[src/rtl/board_pkg.sv]
// APB request and response structs, button struct, address map and register offsets.

package board_pkg;

    // Master to slave.
    typedef struct packed {
        logic        psel;
        logic        penable;
        logic        pwrite;
        logic [11:0] paddr;
        logic [31:0] pwdata;
    } apb_req_t;

    // Slave to master.
    typedef struct packed {
        logic [31:0] prdata;
        logic        pready;
        logic        pslverr;
    } apb_rsp_t;

    // Board buttons, u in bit 0.
    typedef struct packed {
        logic c;
        logic r;
        logic l;
        logic d;
        logic u;
    } btn_t;

    // Page select, paddr bits 11 to 8.
    localparam logic [3:0] GPIO_PAGE = 4'h0;
    localparam logic [3:0] PMU_PAGE  = 4'h1;

    // GPIO block.
    localparam logic [7:0] OFS_GPIO_OUT = 8'h00;
    localparam logic [7:0] OFS_GPIO_OE  = 8'h04;
    localparam logic [7:0] OFS_GPIO_IN  = 8'h08;
    localparam logic [7:0] OFS_BTN_SW   = 8'h0C;

    // Power management block.
    localparam logic [7:0] OFS_PMU_CTRL = 8'h00;
    localparam logic [7:0] OFS_PMU_RTC  = 8'h04;

endpackage

[src/rtl/input_debounce.sv]
// Two-flop synchronizer and stability counter debouncer for a packed payload.

`timescale 1ns/1ps

module input_debounce #(
    parameter int  debounce_cycles = 250000,
    parameter type payload_t       = logic [7:0]
) (
    input  logic     clk,
    input  logic     rst,
    input  payload_t raw,
    output payload_t clean
);
    localparam int cnt_w = $clog2(debounce_cycles + 1);

    payload_t             sync1;
    payload_t             sync2;
    payload_t             prev;
    logic [cnt_w-1:0]     cnt;
    logic                 stable;

    assign stable = (cnt == cnt_w'(debounce_cycles));

    always_ff @(posedge clk) begin
        if (rst) begin
            sync1 <= '0;
            sync2 <= '0;
            prev  <= '0;
            cnt   <= '0;
            clean <= '0;
        end else begin
            sync1 <= raw;
            sync2 <= sync1;
            prev  <= sync2;
            // New sample counts as its first stable cycle.
            if (sync2 != prev) begin
                cnt <= cnt_w'(1);
            end else if (!stable) begin
                cnt <= cnt + 1'b1;
            end
            if (stable) begin
                clean <= prev;
            end
        end
    end

endmodule

[src/rtl/gpio_regs.sv]
// GPIO register block with output, output enable, input pins and debounced buttons and switches.

`timescale 1ns/1ps

module gpio_regs (
    input  logic                clk,
    input  logic                rst,
    input  board_pkg::apb_req_t req,
    output board_pkg::apb_rsp_t rsp,
    input  logic [31:0]         gpio_in,
    input  board_pkg::btn_t     btn,
    input  logic [7:0]          sw,
    output logic [31:0]         gpio_out,
    output logic [31:0]         gpio_oe
);
    logic        access;
    logic [7:0]  ofs;
    logic        err;
    logic        wr_ok;
    logic [31:0] rdata;

    assign access = req.psel && req.penable;
    assign ofs    = req.paddr[7:0];

    // Read mux and error decode.
    always_comb begin
        err   = 1'b0;
        rdata = '0;
        case (ofs)
            board_pkg::OFS_GPIO_OUT: begin
                rdata = gpio_out;
            end
            board_pkg::OFS_GPIO_OE: begin
                rdata = gpio_oe;
            end
            board_pkg::OFS_GPIO_IN: begin
                rdata = gpio_in;
                err   = req.pwrite;
            end
            board_pkg::OFS_BTN_SW: begin
                rdata = {19'd0, btn, sw};
                err   = req.pwrite;
            end
            default: begin
                err = 1'b1;
            end
        endcase
    end

    assign wr_ok = access && req.pwrite && !err;

    // Zero wait states.
    always_comb begin
        rsp.prdata  = rdata;
        rsp.pready  = access;
        rsp.pslverr = access && err;
    end

    always_ff @(posedge clk) begin
        if (rst) begin
            gpio_out <= '0;
            gpio_oe  <= '0;
        end else if (wr_ok) begin
            if (ofs == board_pkg::OFS_GPIO_OUT) begin
                gpio_out <= req.pwdata;
            end
            if (ofs == board_pkg::OFS_GPIO_OE) begin
                gpio_oe <= req.pwdata;
            end
        end
    end

endmodule

[src/rtl/pmu_regs.sv]
// Power management registers with shutdown, core reset request and real-time tick counter.

`timescale 1ns/1ps

module pmu_regs #(
    parameter int rtc_div = 25000
) (
    input  logic                clk,
    input  logic                rst,
    input  board_pkg::apb_req_t req,
    output board_pkg::apb_rsp_t rsp,
    input  logic                btn_c,
    output logic                core_en,
    output logic                core_rst
);
    localparam int pre_w = $clog2(rtc_div + 1);

    logic             access;
    logic [7:0]       ofs;
    logic             err;
    logic             wr_ctrl;
    logic             wr_rtc;
    logic [31:0]      rdata;
    logic             shdn;
    logic             rst_req;
    logic [pre_w-1:0] pre;
    logic [31:0]      rtc;

    assign access = req.psel && req.penable;
    assign ofs    = req.paddr[7:0];

    always_comb begin
        err   = 1'b0;
        rdata = '0;
        case (ofs)
            board_pkg::OFS_PMU_CTRL: rdata = {30'd0, 1'b0, shdn};
            board_pkg::OFS_PMU_RTC:  rdata = rtc;
            default:                 err   = 1'b1;
        endcase
    end

    assign wr_ctrl = access && req.pwrite && (ofs == board_pkg::OFS_PMU_CTRL);
    assign wr_rtc  = access && req.pwrite && (ofs == board_pkg::OFS_PMU_RTC);

    always_comb begin
        rsp.prdata  = rdata;
        rsp.pready  = access;
        rsp.pslverr = access && err;
    end

    // Center button wakes the core and holds it in reset.
    always_ff @(posedge clk) begin
        if (rst) begin
            shdn    <= 1'b0;
            rst_req <= 1'b1;
        end else begin
            if (btn_c) begin
                shdn <= 1'b0;
            end else if (wr_ctrl && req.pwdata[0]) begin
                shdn <= 1'b1;
            end
            rst_req <= wr_ctrl && req.pwdata[1];
        end
    end

    assign core_en  = !shdn;
    assign core_rst = rst || rst_req || btn_c;

    // Tick counter, frozen during shutdown.
    always_ff @(posedge clk) begin
        if (rst) begin
            pre <= '0;
            rtc <= '0;
        end else if (wr_rtc) begin
            pre <= '0;
            rtc <= req.pwdata;
        end else if (!shdn) begin
            if (pre == pre_w'(rtc_div - 1)) begin
                pre <= '0;
                rtc <= rtc + 32'd1;
            end else begin
                pre <= pre + 1'b1;
            end
        end
    end

endmodule

[src/rtl/apb_periph_mux.sv]
// APB page decoder and response combiner for the GPIO and power management blocks.

`timescale 1ns/1ps

module apb_periph_mux (
    input  board_pkg::apb_req_t req,
    output board_pkg::apb_rsp_t rsp,
    output board_pkg::apb_req_t gpio_req,
    input  board_pkg::apb_rsp_t gpio_rsp,
    output board_pkg::apb_req_t pmu_req,
    input  board_pkg::apb_rsp_t pmu_rsp
);
    logic [3:0] page;
    logic       gpio_sel;
    logic       pmu_sel;
    logic       access;

    assign page     = req.paddr[11:8];
    assign gpio_sel = (page == board_pkg::GPIO_PAGE);
    assign pmu_sel  = (page == board_pkg::PMU_PAGE);
    assign access   = req.psel && req.penable;

    // Only the addressed slave sees psel.
    always_comb begin
        gpio_req      = req;
        gpio_req.psel = req.psel && gpio_sel;
        pmu_req       = req;
        pmu_req.psel  = req.psel && pmu_sel;
    end

    always_comb begin
        if (gpio_sel) begin
            rsp = gpio_rsp;
        end else if (pmu_sel) begin
            rsp = pmu_rsp;
        end else begin
            // Unmapped page answers with an error.
            rsp.prdata  = '0;
            rsp.pready  = access;
            rsp.pslverr = access;
        end
    end

endmodule

[src/rtl/board_ctl_top.sv]
// Board control top level with input debouncers, GPIO and power management blocks and LEDs.

`timescale 1ns/1ps

module board_ctl_top #(
    parameter int debounce_cycles = 250000,
    parameter int rtc_div         = 25000
) (
    input  logic                clk,
    input  logic                rst,
    input  board_pkg::apb_req_t apb_req,
    output board_pkg::apb_rsp_t apb_rsp,
    input  board_pkg::btn_t     btn,
    input  logic [7:0]          sw,
    input  logic [31:0]         gpio_in,
    output logic [31:0]         gpio_out,
    output logic [31:0]         gpio_oe,
    output logic [7:0]          led,
    output logic                core_en,
    output logic                core_rst
);
    board_pkg::btn_t     btn_clean;
    logic [7:0]          sw_clean;
    board_pkg::apb_req_t gpio_req;
    board_pkg::apb_rsp_t gpio_rsp;
    board_pkg::apb_req_t pmu_req;
    board_pkg::apb_rsp_t pmu_rsp;

    input_debounce #(
        .debounce_cycles(debounce_cycles),
        .payload_t      (board_pkg::btn_t)
    ) btn_db (
        .clk  (clk),
        .rst  (rst),
        .raw  (btn),
        .clean(btn_clean)
    );

    input_debounce #(
        .debounce_cycles(debounce_cycles),
        .payload_t      (logic [7:0])
    ) sw_db (
        .clk  (clk),
        .rst  (rst),
        .raw  (sw),
        .clean(sw_clean)
    );

    apb_periph_mux u_mux (
        .req     (apb_req),
        .rsp     (apb_rsp),
        .gpio_req(gpio_req),
        .gpio_rsp(gpio_rsp),
        .pmu_req (pmu_req),
        .pmu_rsp (pmu_rsp)
    );

    gpio_regs u_gpio (
        .clk     (clk),
        .rst     (rst),
        .req     (gpio_req),
        .rsp     (gpio_rsp),
        .gpio_in (gpio_in),
        .btn     (btn_clean),
        .sw      (sw_clean),
        .gpio_out(gpio_out),
        .gpio_oe (gpio_oe)
    );

    pmu_regs #(
        .rtc_div(rtc_div)
    ) u_pmu (
        .clk     (clk),
        .rst     (rst),
        .req     (pmu_req),
        .rsp     (pmu_rsp),
        .btn_c   (btn_clean.c),
        .core_en (core_en),
        .core_rst(core_rst)
    );

    // Status LEDs, then six GPIO outputs.
    assign led = {gpio_out[5:0], ~core_en, core_rst};

endmodule

[config.mk]
export PLATFORM = sky130hd
export DESIGN_NAME = board_ctl_top
export DESIGN_NICKNAME = d
export VERILOG_FILES = /design/src/rtl/board_pkg.sv /design/src/rtl/input_debounce.sv /design/src/rtl/gpio_regs.sv /design/src/rtl/pmu_regs.sv /design/src/rtl/apb_periph_mux.sv /design/src/rtl/board_ctl_top.sv
export SDC_FILE = /design/constraint.sdc
export NUM_CORES = 1
export LEC_CHECK = 0
export CORE_MARGIN = 4
export CORE_UTILIZATION = 58
export CTS_BUF_LIST = sky130_fd_sc_hd__clkbuf_16
export CTS_CLUSTER_DIAMETER = 100
export DETAILED_ROUTE_END_ITERATION = 8
export DONT_BUFFER_PORTS = 1
export GPL_ROUTABILITY_DRIVEN = 0
export MAX_ROUTING_LAYER = met4
export PLACE_DENSITY = 0.76
export SYNTH_ARGS = -nofsm -noshare
export SYNTH_HDL_FRONTEND = slang
export SYNTH_SLANG_ARGS = --single-unit
[constraint.sdc]
create_clock -name clk -period 6.1 [get_ports clk]
set_input_delay 1.525 -clock clk [delete_from_list [all_inputs] [get_ports clk]]
set_output_delay 1.525 -clock clk [all_outputs]
set_load 0.05 [all_outputs]
=== After elaboration in Yosys (flattened, before gate mapping) ===
Cells that the tools add are included.

* Register bits: 201
* Latch bits: 0
* Memory bits (writable): 0
* ROM bits: 0
* Word-level logic and storage cells: 94
* Memories: 0

* $add $sub $neg: 4
* Multiply operators: 0
* Div/mod/pow operators: 0
* Magnitude comparators: 0
* Equal/unequal tests: 12
* Shift-type cells: 0
* Mux-type cells: 14
* Bitwise logic cells: 0
* Reductions and logical operators: 30

{| class="wikitable"
|+ Operators with widths
! cell !! count
|-
| case mux 32 bit (4 select lines) || 1
|-
| two-way mux 32 bit || 3
|-
| two-way mux 34 bit || 2
|-
| case mux 32 bit (2 select lines) || 1
|-
| adder 18 x 1 -> 18 bit, second input constant || 2
|-
| == test 18 bit, second input constant || 2
|-
| adder 32 x 1 -> 32 bit, second input constant || 1
|-
| == test 8 x 4 -> 1 bit, second input constant || 2
|-
| adder 15 x 1 -> 15 bit, second input constant || 1
|-
| == test 15 bit, second input constant || 1
|-
| two-way mux 15 bit || 1
|-
| logical AND 1 bit || 14
|-
| OR reduction 2 bit || 6
|-
| == test 8 x 3 -> 1 bit, second input constant || 1
|-
| logical NOT 8 bit || 1
|-
| != test 8 bit || 1
|-
| AND reduction 2 bit || 3
|-
| two-way mux 1 bit || 5
|-
| != test 5 bit || 1
|-
| == test 4 x 1 -> 1 bit, second input constant || 1
|-
| logical NOT 4 bit || 1
|-
| != test 2 bit, second input constant || 2
|-
| logical NOT 1 bit || 2
|-
| logical OR 1 bit || 2
|-
| other kinds (3) || 3
|}

=== Longest topological paths before layout ===
Gate-level depths: netlist (run 1).

* Depth in word-level cells: 7
* Mapped depth: 8
* Depth with buffers taken out: 7

=== Hierarchy ===
Synthesis (run 1) repeated with hierarchy kept, for this count alone.

* Cells, all modules: 1,238
* Area, all modules: 11,190.7 µm²

{| class="wikitable"
|+ Modules (own cells, without submodules)
! module !! times used !! cells each !! area an instance (µm²) !! seq. area each (µm²)
|-
| gpio_regs || 1 || 352 || 3,631.0 || 1,281.2
|-
| pmu_regs || 1 || 348 || 2,836.5 || 980.9
|-
| input_debounce (sw_db) || 1 || 187 || 1,845.5 || 1,001.0
|-
| input_debounce (btn_db) || 1 || 170 || 1,551.5 || 760.7
|-
| apb_periph_mux || 1 || 173 || 1,270.0 || 0.0
|-
| board_ctl_top || 1 || 8 || 56.3 || 0.0
|}

=== Worst setup path before layout (run 1) ===
Ideal clock, no wire load.

* Path type: input to output
* From: input apb_req[41] (netlist name)
* To: output apb_rsp[23] (netlist name)
* Arrival: 3.854 ns
* Required time: 4.575 ns
* Slack: 0.721 ns
* Stages on the path: 4
* Buffers on the path: 1
* Cell sequence: or4_4 > or4_1 > clkbuf_1 > o21ai_0

{| class="wikitable"
|+ RTL lines
! element !! line !! source
|-
| start: declaration || board_ctl_top.sv:11 || <nowiki>input board_pkg::apb_req_t apb_req,</nowiki>
|-
| end: declaration || board_ctl_top.sv:12 || <nowiki>output board_pkg::apb_rsp_t apb_rsp,</nowiki>
|}

==> out/qor.txt, run 1 <==
status -> complete, no violations
first-pass GRT wire length -> 38200 um
async set-reset flop share out of synthesis -> 0%
Cell Pwr Density -> 263 nW/um^2
commonest non-fill, non-tap cell in the layout -> dfxtp_1
Cells after Synth -> 1082
mux contribution to synthesized area -> 6.95%
Overflow after GRT -> 0
Mapped Area -> 9260 sq um
CP Launch Type -> input port
antenna viol nets, final -> 0
wire length per cell -> 18.7 um
vias in the first global route -> 7159
Starting Density -> 60.0%
hold path start -> sw_db.sync1[7]$_SDFF_PP0_
Reg clk slew, reported paths -> 0.06 ns
Seq/Total Area, Yosys -> 43.5%
post-synthesis register bit count -> 201
DIE WIDTH -> 134 um
cts bufs inserted -> 21
GR Util All Layers -> 26.6%
Yosys Warn Count -> 0
DP HPWL -> 16600 um
Synth cell types -> 52
Syn Nets -> 1182
VDD IR max -> 0.000192 V
clk sink count -> 201
RSZ-0062 raised after global routing -> no
Setup CP Type -> in -> out
xor and xnor fraction of the mapped netlist area -> 8.33%
Tightest Pin Transition -> 1.20 ns
CTS tree -> built
Tcrit/Tclk final -> 83.2%
DRC viols -> 0
CORE AREA -> 15400 sq um
highest clock rate -> 0.197 GHz
Routed WL -> 24000 um
die height -> 134 um
# nets final -> 1160
CP Capture Type -> output pin
worst path required time -> 4.58 ns
post-synthesis adder-cell area fraction -> 0.811%
PostCTS Resize Cnt -> 0
Top FF cell, synth -> dfxtp_1
final core utilization -> 65.1%
H-tree lvl count -> 1
worst hold slack -> 0.435 ns
vias per std cell -> 5.88
commonest cells after routing, fill and taps aside -> dfxtp_1, nand2_1, nor2_1
largest family of logic cells by synthesized area -> simple AND/OR/NAND/NOR gates
antenna cells -> 0
Post-synth EDFFs -> 0
Synth Area in Simple Gates -> 25.8%
setup TNS after final layout -> 0 ns
design area -> 10000 sq um
Core Rows -> 45
Max FO, Critical Path -> 21
hold_buf cts -> 0
fillers -> 1310
worst min path class -> reg -> reg
Reg2Reg Launch Point -> u_pmu.pre[4]$_SDFFE_PP0N_
total of max-cap violations -> 0
Clock Latency Late Sink -> 0.48 ns
Post-DP Area -> 9380 sq um
IO Count -> 202
initial antenna violation count -> 0
layout cells sized above 1 -> 7.55%
I/O Buffers -> 0
Vias -> 7544
Area Growth Syn to Fin -> 8.43%
setup violators final -> 0
average size of a mapped cell -> 8.56 sq um
Post-Route Skew -> 0.00884 ns
Critical Path Source -> apb_req[41]
Slew Limit Fails -> 0
clock root buffer -> clkbuf_16
Hold Fails Final Rpt -> 0
minimum clock period -> 5.08 ns
1st-iter DRT viols -> 616
compound-gate portion of the synthesized area -> 10.2%
CTS Buffer Depth -> 3
slew margin rel. -> 20.3%
Worst Path Arrival -> 3.55 ns
drt pass-1 iters -> 7
largest net degree at the start of global routing -> 160
Setup Buffers After CTS -> 0
full die area -> 18000 sq um
Lkg Pwr -> 3.35 nW
==> kinds of logic (layout without fill, tap and decap cells) <==
logic type,Yosys count,in the layout
simple gates,494,494
buf+inv,85,76
xor+xnor,88,88
flops,201,201
compound gates,160,160
fa+ha+maj,6,6
mux,48,48
==> where the power goes <==
part	switching (mW)	leakage (nW)	internal (mW)
Clock	0.493	0.337	0.747
Combinational	0.0325	1.39	0.0332
Sequential	0.00859	1.63	1.33
Total	0.534	3.35	2.11
==> worst max-delay path, stage by stage <==
cell	delay, ns
or4_4	0.54
or4_1	0.93
o21ai_1	0.30
buf_4	0.24
==> per-layer routing <==
layer  track usage (%)  up-vias  wire [um]
met4              6.45        0        569
met5                 -        -          0
met1              34.9     3547      10300
li1                  -     3656          -
met2              42.3      300      11100
met3              5.59       41       2010
==> state kept, by name, indices dropped and copies added (netlist names) <==
signal           cells
btn_db.sync1         5
sw_db.cnt           18
u_pmu.rst_req        1
btn_db.cnt          18
u_pmu.rtc           32
u_gpio.gpio_oe      32
u_gpio.gpio_out     32
u_pmu.shdn           1
sw_db.prev           8
sw_db.clean          8
sw_db.sync1          8
u_pmu.pre           15
sw_db.sync2          8
btn_db.prev          5
btn_db.sync2         5
btn_db.clean         5
==> synth_stat cells, drive strengths merged (5+ instances only) <==
cell	n	area, sq um
nor3	20	105
nand2	176	661
clkbuf	42	158
a21oi	90	450
nand4	26	190
or3	5	31.3
dfxtp	201	4020
xnor2	57	499
ha	6	75.1
nor2b	41	257
xor2	31	272
buf	30	209
and2	6	37.5
a211oi	31	233
o21ai	20	100
nor4	16	106
nand3	29	145
nor2	133	516
or4	5	41.3
mux2i	35	350
and3	10	62.6
nor4b	5	56.3
a22o	12	105
inv	13	48.8
mux4	13	293
==> area by class of cell <==
class	instances	area, sq um	share of cell area (%)
flip-flops and latches	201	4020	40.1
inverters	13	48.8	0.486
clock buffers	21	526	5.23
repair buffers	27	203	2.02
clock inverters	15	136	1.36
well taps	211	264	2.63
multi-input cells	796	4840	48.2
==> stage by stage <==
step                      power (mW)  worst slack (ns)  instances
final                           2.64              1.02       1284
after global routing            2.72             0.948       1284
after CTS                       2.66              1.04       1284
after detailed placement        1.43              1.04       1248
after global placement          1.43              1.09       1248
after floorplan                 1.44             0.721       1082
==> worst paths after layout <==
path                                              endpoint  slack (ns)  cells after the start
worst max register to register  u_pmu.rtc[26]$_SDFFE_PP0P_        3.56                      5
worst min-delay path             sw_db.sync2[7]$_SDFF_PP0_        0.44                      1
worst max-delay path                           apb_rsp[29]        1.02                      4
worst min register to register   sw_db.sync2[7]$_SDFF_PP0_        0.44                      1
Note: power is estimated with default switching activity, not from simulation.
==> run 2: changes to the inputs <==
clock period = 5.3 ns   (was 6.1 ns; I/O delays follow)
==> run 2 against run 1 <==
Compared with the run above: via count shrank 0.23%; hold slack lost 0.0014 ns; global-route usage down 0.43 points; setup slack lost 0.36 ns; flip-flop and latch count is the same; routed wire length down 0.68%; final area fell by 0.16%; critical path depth stayed put; clock skew is 0.0077 ns higher; first-iteration DRC count down 1.3%; clock-buffer cell count unchanged; sequential share of layout area rose by 0.065 points.
==> out/qor.txt, run 2 (synthesis gave the netlist of run 1 again) <==
Worst path top cell family by delay -> simple AND/OR/NAND/NOR gates (unchanged)
worst setup margin -> 0.666 ns (was 1.02 ns)
area of the multi-input gates -> 4840 sq um (unchanged)
commonest non-fill, non-tap cell in the layout -> dfxtp_1 (unchanged)
wire length per cell -> 18.5 um (was 18.7 um)
initial antenna violation count -> 0 (unchanged)
drt pass-1 iters -> 5 (was 7)
IO Count -> 202 (unchanged)
setup TNS after final layout -> 0 ns (unchanged)
highest clock rate -> 0.216 GHz
Post-Route Skew -> 0.0165 ns (was 0.00884 ns)
CP Launch Type -> input port (unchanged)
H-tree lvl count -> 1 (unchanged)
Overflow after GRT -> 0 (unchanged)
antenna viol nets, final -> 0 (unchanged)
Tightest Pin Transition -> 1.16 ns (was 1.20 ns)
vias per std cell -> 5.84 (was 5.88)
Critical path buffers and inverters -> 1 (unchanged)
Tcrit/Tclk final -> 87.4%
full die area -> 18000 sq um (unchanged)
hold_buf cts -> 0 (unchanged)
DIE WIDTH -> 134 um (unchanged)
dpl cells -> 1250 (was 1248)
1st-iter DRT viols -> 608 (was 616)
antenna cells -> 0 (unchanged)
# nets final -> 1162 (was 1160)
DRC viols -> 0 (unchanged)
CP Capture Type -> output pin (unchanged)
total design power -> 2.95 mW (was 2.64 mW)
Reg clk slew, reported paths -> 0.05 ns (was 0.06 ns)
final core utilization -> 65.0% (was 65.1%)
Reg area -> 4020 sq um (unchanged)
Cell Pwr Density -> 294 nW/um^2 (was 263 nW/um^2)
Lkg Pwr -> 3.36 nW (was 3.35 nW)
die height -> 134 um (unchanged)
cts bufs inserted -> 21 (unchanged)
clock root buffer -> clkbuf_16 (unchanged)
I/O Buffers -> 0 (unchanged)
largest net degree at the start of global routing -> 160 (unchanged)
Core Rows -> 45 (unchanged)
Worst Path Arrival -> 3.31 ns (was 3.55 ns)
worst path required time -> 3.97 ns (was 4.58 ns)
DP HPWL -> 16600 um (about the same)
total of max-cap violations -> 0 (unchanged)
Routed WL -> 23800 um (was 24000 um)
RSZ-0062 raised after global routing -> no (unchanged)
Clock Latency Late Sink -> 0.49 ns (was 0.48 ns)
CORE AREA -> 15400 sq um (unchanged)
clk sink count -> 201 (unchanged)
Max FO, Critical Path -> 21 (unchanged)
Top Registers -> u_gpio.gpio_oe (32), u_gpio.gpio_out (32), u_pmu.rtc (32) (unchanged)
first-pass GRT wire length -> 37300 um (was 38200 um)
worst min path class -> reg -> reg (unchanged)
Setup CP Type -> in -> out (unchanged)
Vias -> 7527 (was 7544)
Hold Fails Final Rpt -> 0 (unchanged)
Slew Limit Fails -> 0 (unchanged)
CTS tree -> built (unchanged)
hold path start -> btn_db.sync1[1]$_SDFF_PP0_ (was sw_db.sync1[7]$_SDFF_PP0_)
Reg2Reg Launch Point -> u_pmu.pre[10]$_SDFFE_PP0N_ (was u_pmu.pre[4]$_SDFFE_PP0N_)
setup violators final -> 0 (unchanged)
commonest cells after routing, fill and taps aside -> dfxtp_1, nand2_1, nor2_1 (unchanged)
slew margin rel. -> 22.5% (was 20.3%)
Critical Path Source -> apb_req[41] (unchanged)
Setup Buffers After CTS -> 0 (unchanged)
CP max-delay cell -> or4_1 (unchanged)
CP Cell Sequence -> or4_4 > or4_1 > o21ai_1 > buf_4 (unchanged)
PostCTS Resize Cnt -> 0 (unchanged)
Area Growth Syn to Fin -> 8.26% (was 8.43%)
layout cells sized above 1 -> 7.99% (was 7.55%)
Place WS -> 0.696 ns (was 1.04 ns)
VDD IR max -> 0.000397 V (was 0.000192 V)
minimum clock period -> 4.63 ns
CTS Buffer Depth -> 3 (unchanged)
fillers -> 1317 (was 1310)
slowest cell delay on critical path -> 0.92 ns (was 0.93 ns)
status -> complete, no violations (unchanged)
vias in the first global route -> 6914 (was 7159)
GR Util All Layers -> 26.1% (was 26.6%)
final cell count without fillers -> 1288 (was 1284)
Starting Density -> 60.0% (unchanged)
-- run 2: cell types whose count changed in the layout (fill, tap and decap cells not counted) --
| cell | change |
|---|---|
| bufinv_16 | -2 |
| clkinv_2 | +3 |
| clkinv_1 | -4 |
| inv_6 | +1 |
| inv_1 | +3 |
| buf_4 | +2 |
| clkinv_4 | +1 |
-- run 2: layout make-up --
type,instances,area share (%)
multi-input cells,796,48.3
flip-flops and latches,201,40.1
clock buffers,21,5.24
well taps,211,2.63
repair buffers,29,2.17
clock inverters,17,1.05
inverters,13,0.487
-- run 2: routing by layer --
| metal | track usage [%] | routed length [um] | up-vias |
|---|---|---|---|
| li1 | - | - | 3649 |
| met1 | 34.1 | 10000 | 3534 |
| met2 | 41.3 | 11100 | 303 |
| met3 | 5.85 | 2140 | 41 |
| met4 | 6.96 | 514 | 0 |
| met5 | - | 0 | - |
-- run 2: worst register-to-register path: stages, from the launching register on --
cell	delay (ns)
dfxtp_1	0.36
nor4b_2	0.58
nand4_2	0.55
nor4_1	0.62
xnor2_1	0.20
a211oi_1	0.09
-- run 2: final timing paths --
check | to | slack (ns) | depth (start not counted)
worst max register to register | u_pmu.rtc[29]$_SDFFE_PP0P_ | 2.73 | 5
worst max-delay path | apb_rsp[16] | 0.67 | 4
worst min-delay path | btn_db.sync2[1]$_SDFF_PP0_ | 0.43 | 1
worst min register to register | btn_db.sync2[1]$_SDFF_PP0_ | 0.43 | 1
-- run 2: metrics by stage --
| stage | hold slack [ns] | instance area (sq um) |
|---|---|---|
| final | 0.434 | 10000 |
| after global routing | 0.456 | 10000 |
| after CTS | 0.436 | 10000 |
| after detailed placement | 0.423 | 9390 |
| after global placement | 0.419 | 9390 |
| after floorplan | 0.414 | 9260 |
-- run 2: where the power goes --
group / total (mW) / switching, mW / internal [mW]
sequential: 1.54 / 0.0100 / 1.53
clock: 1.34 / 0.566 / 0.770
combinational: 0.0754 / 0.0373 / 0.0381
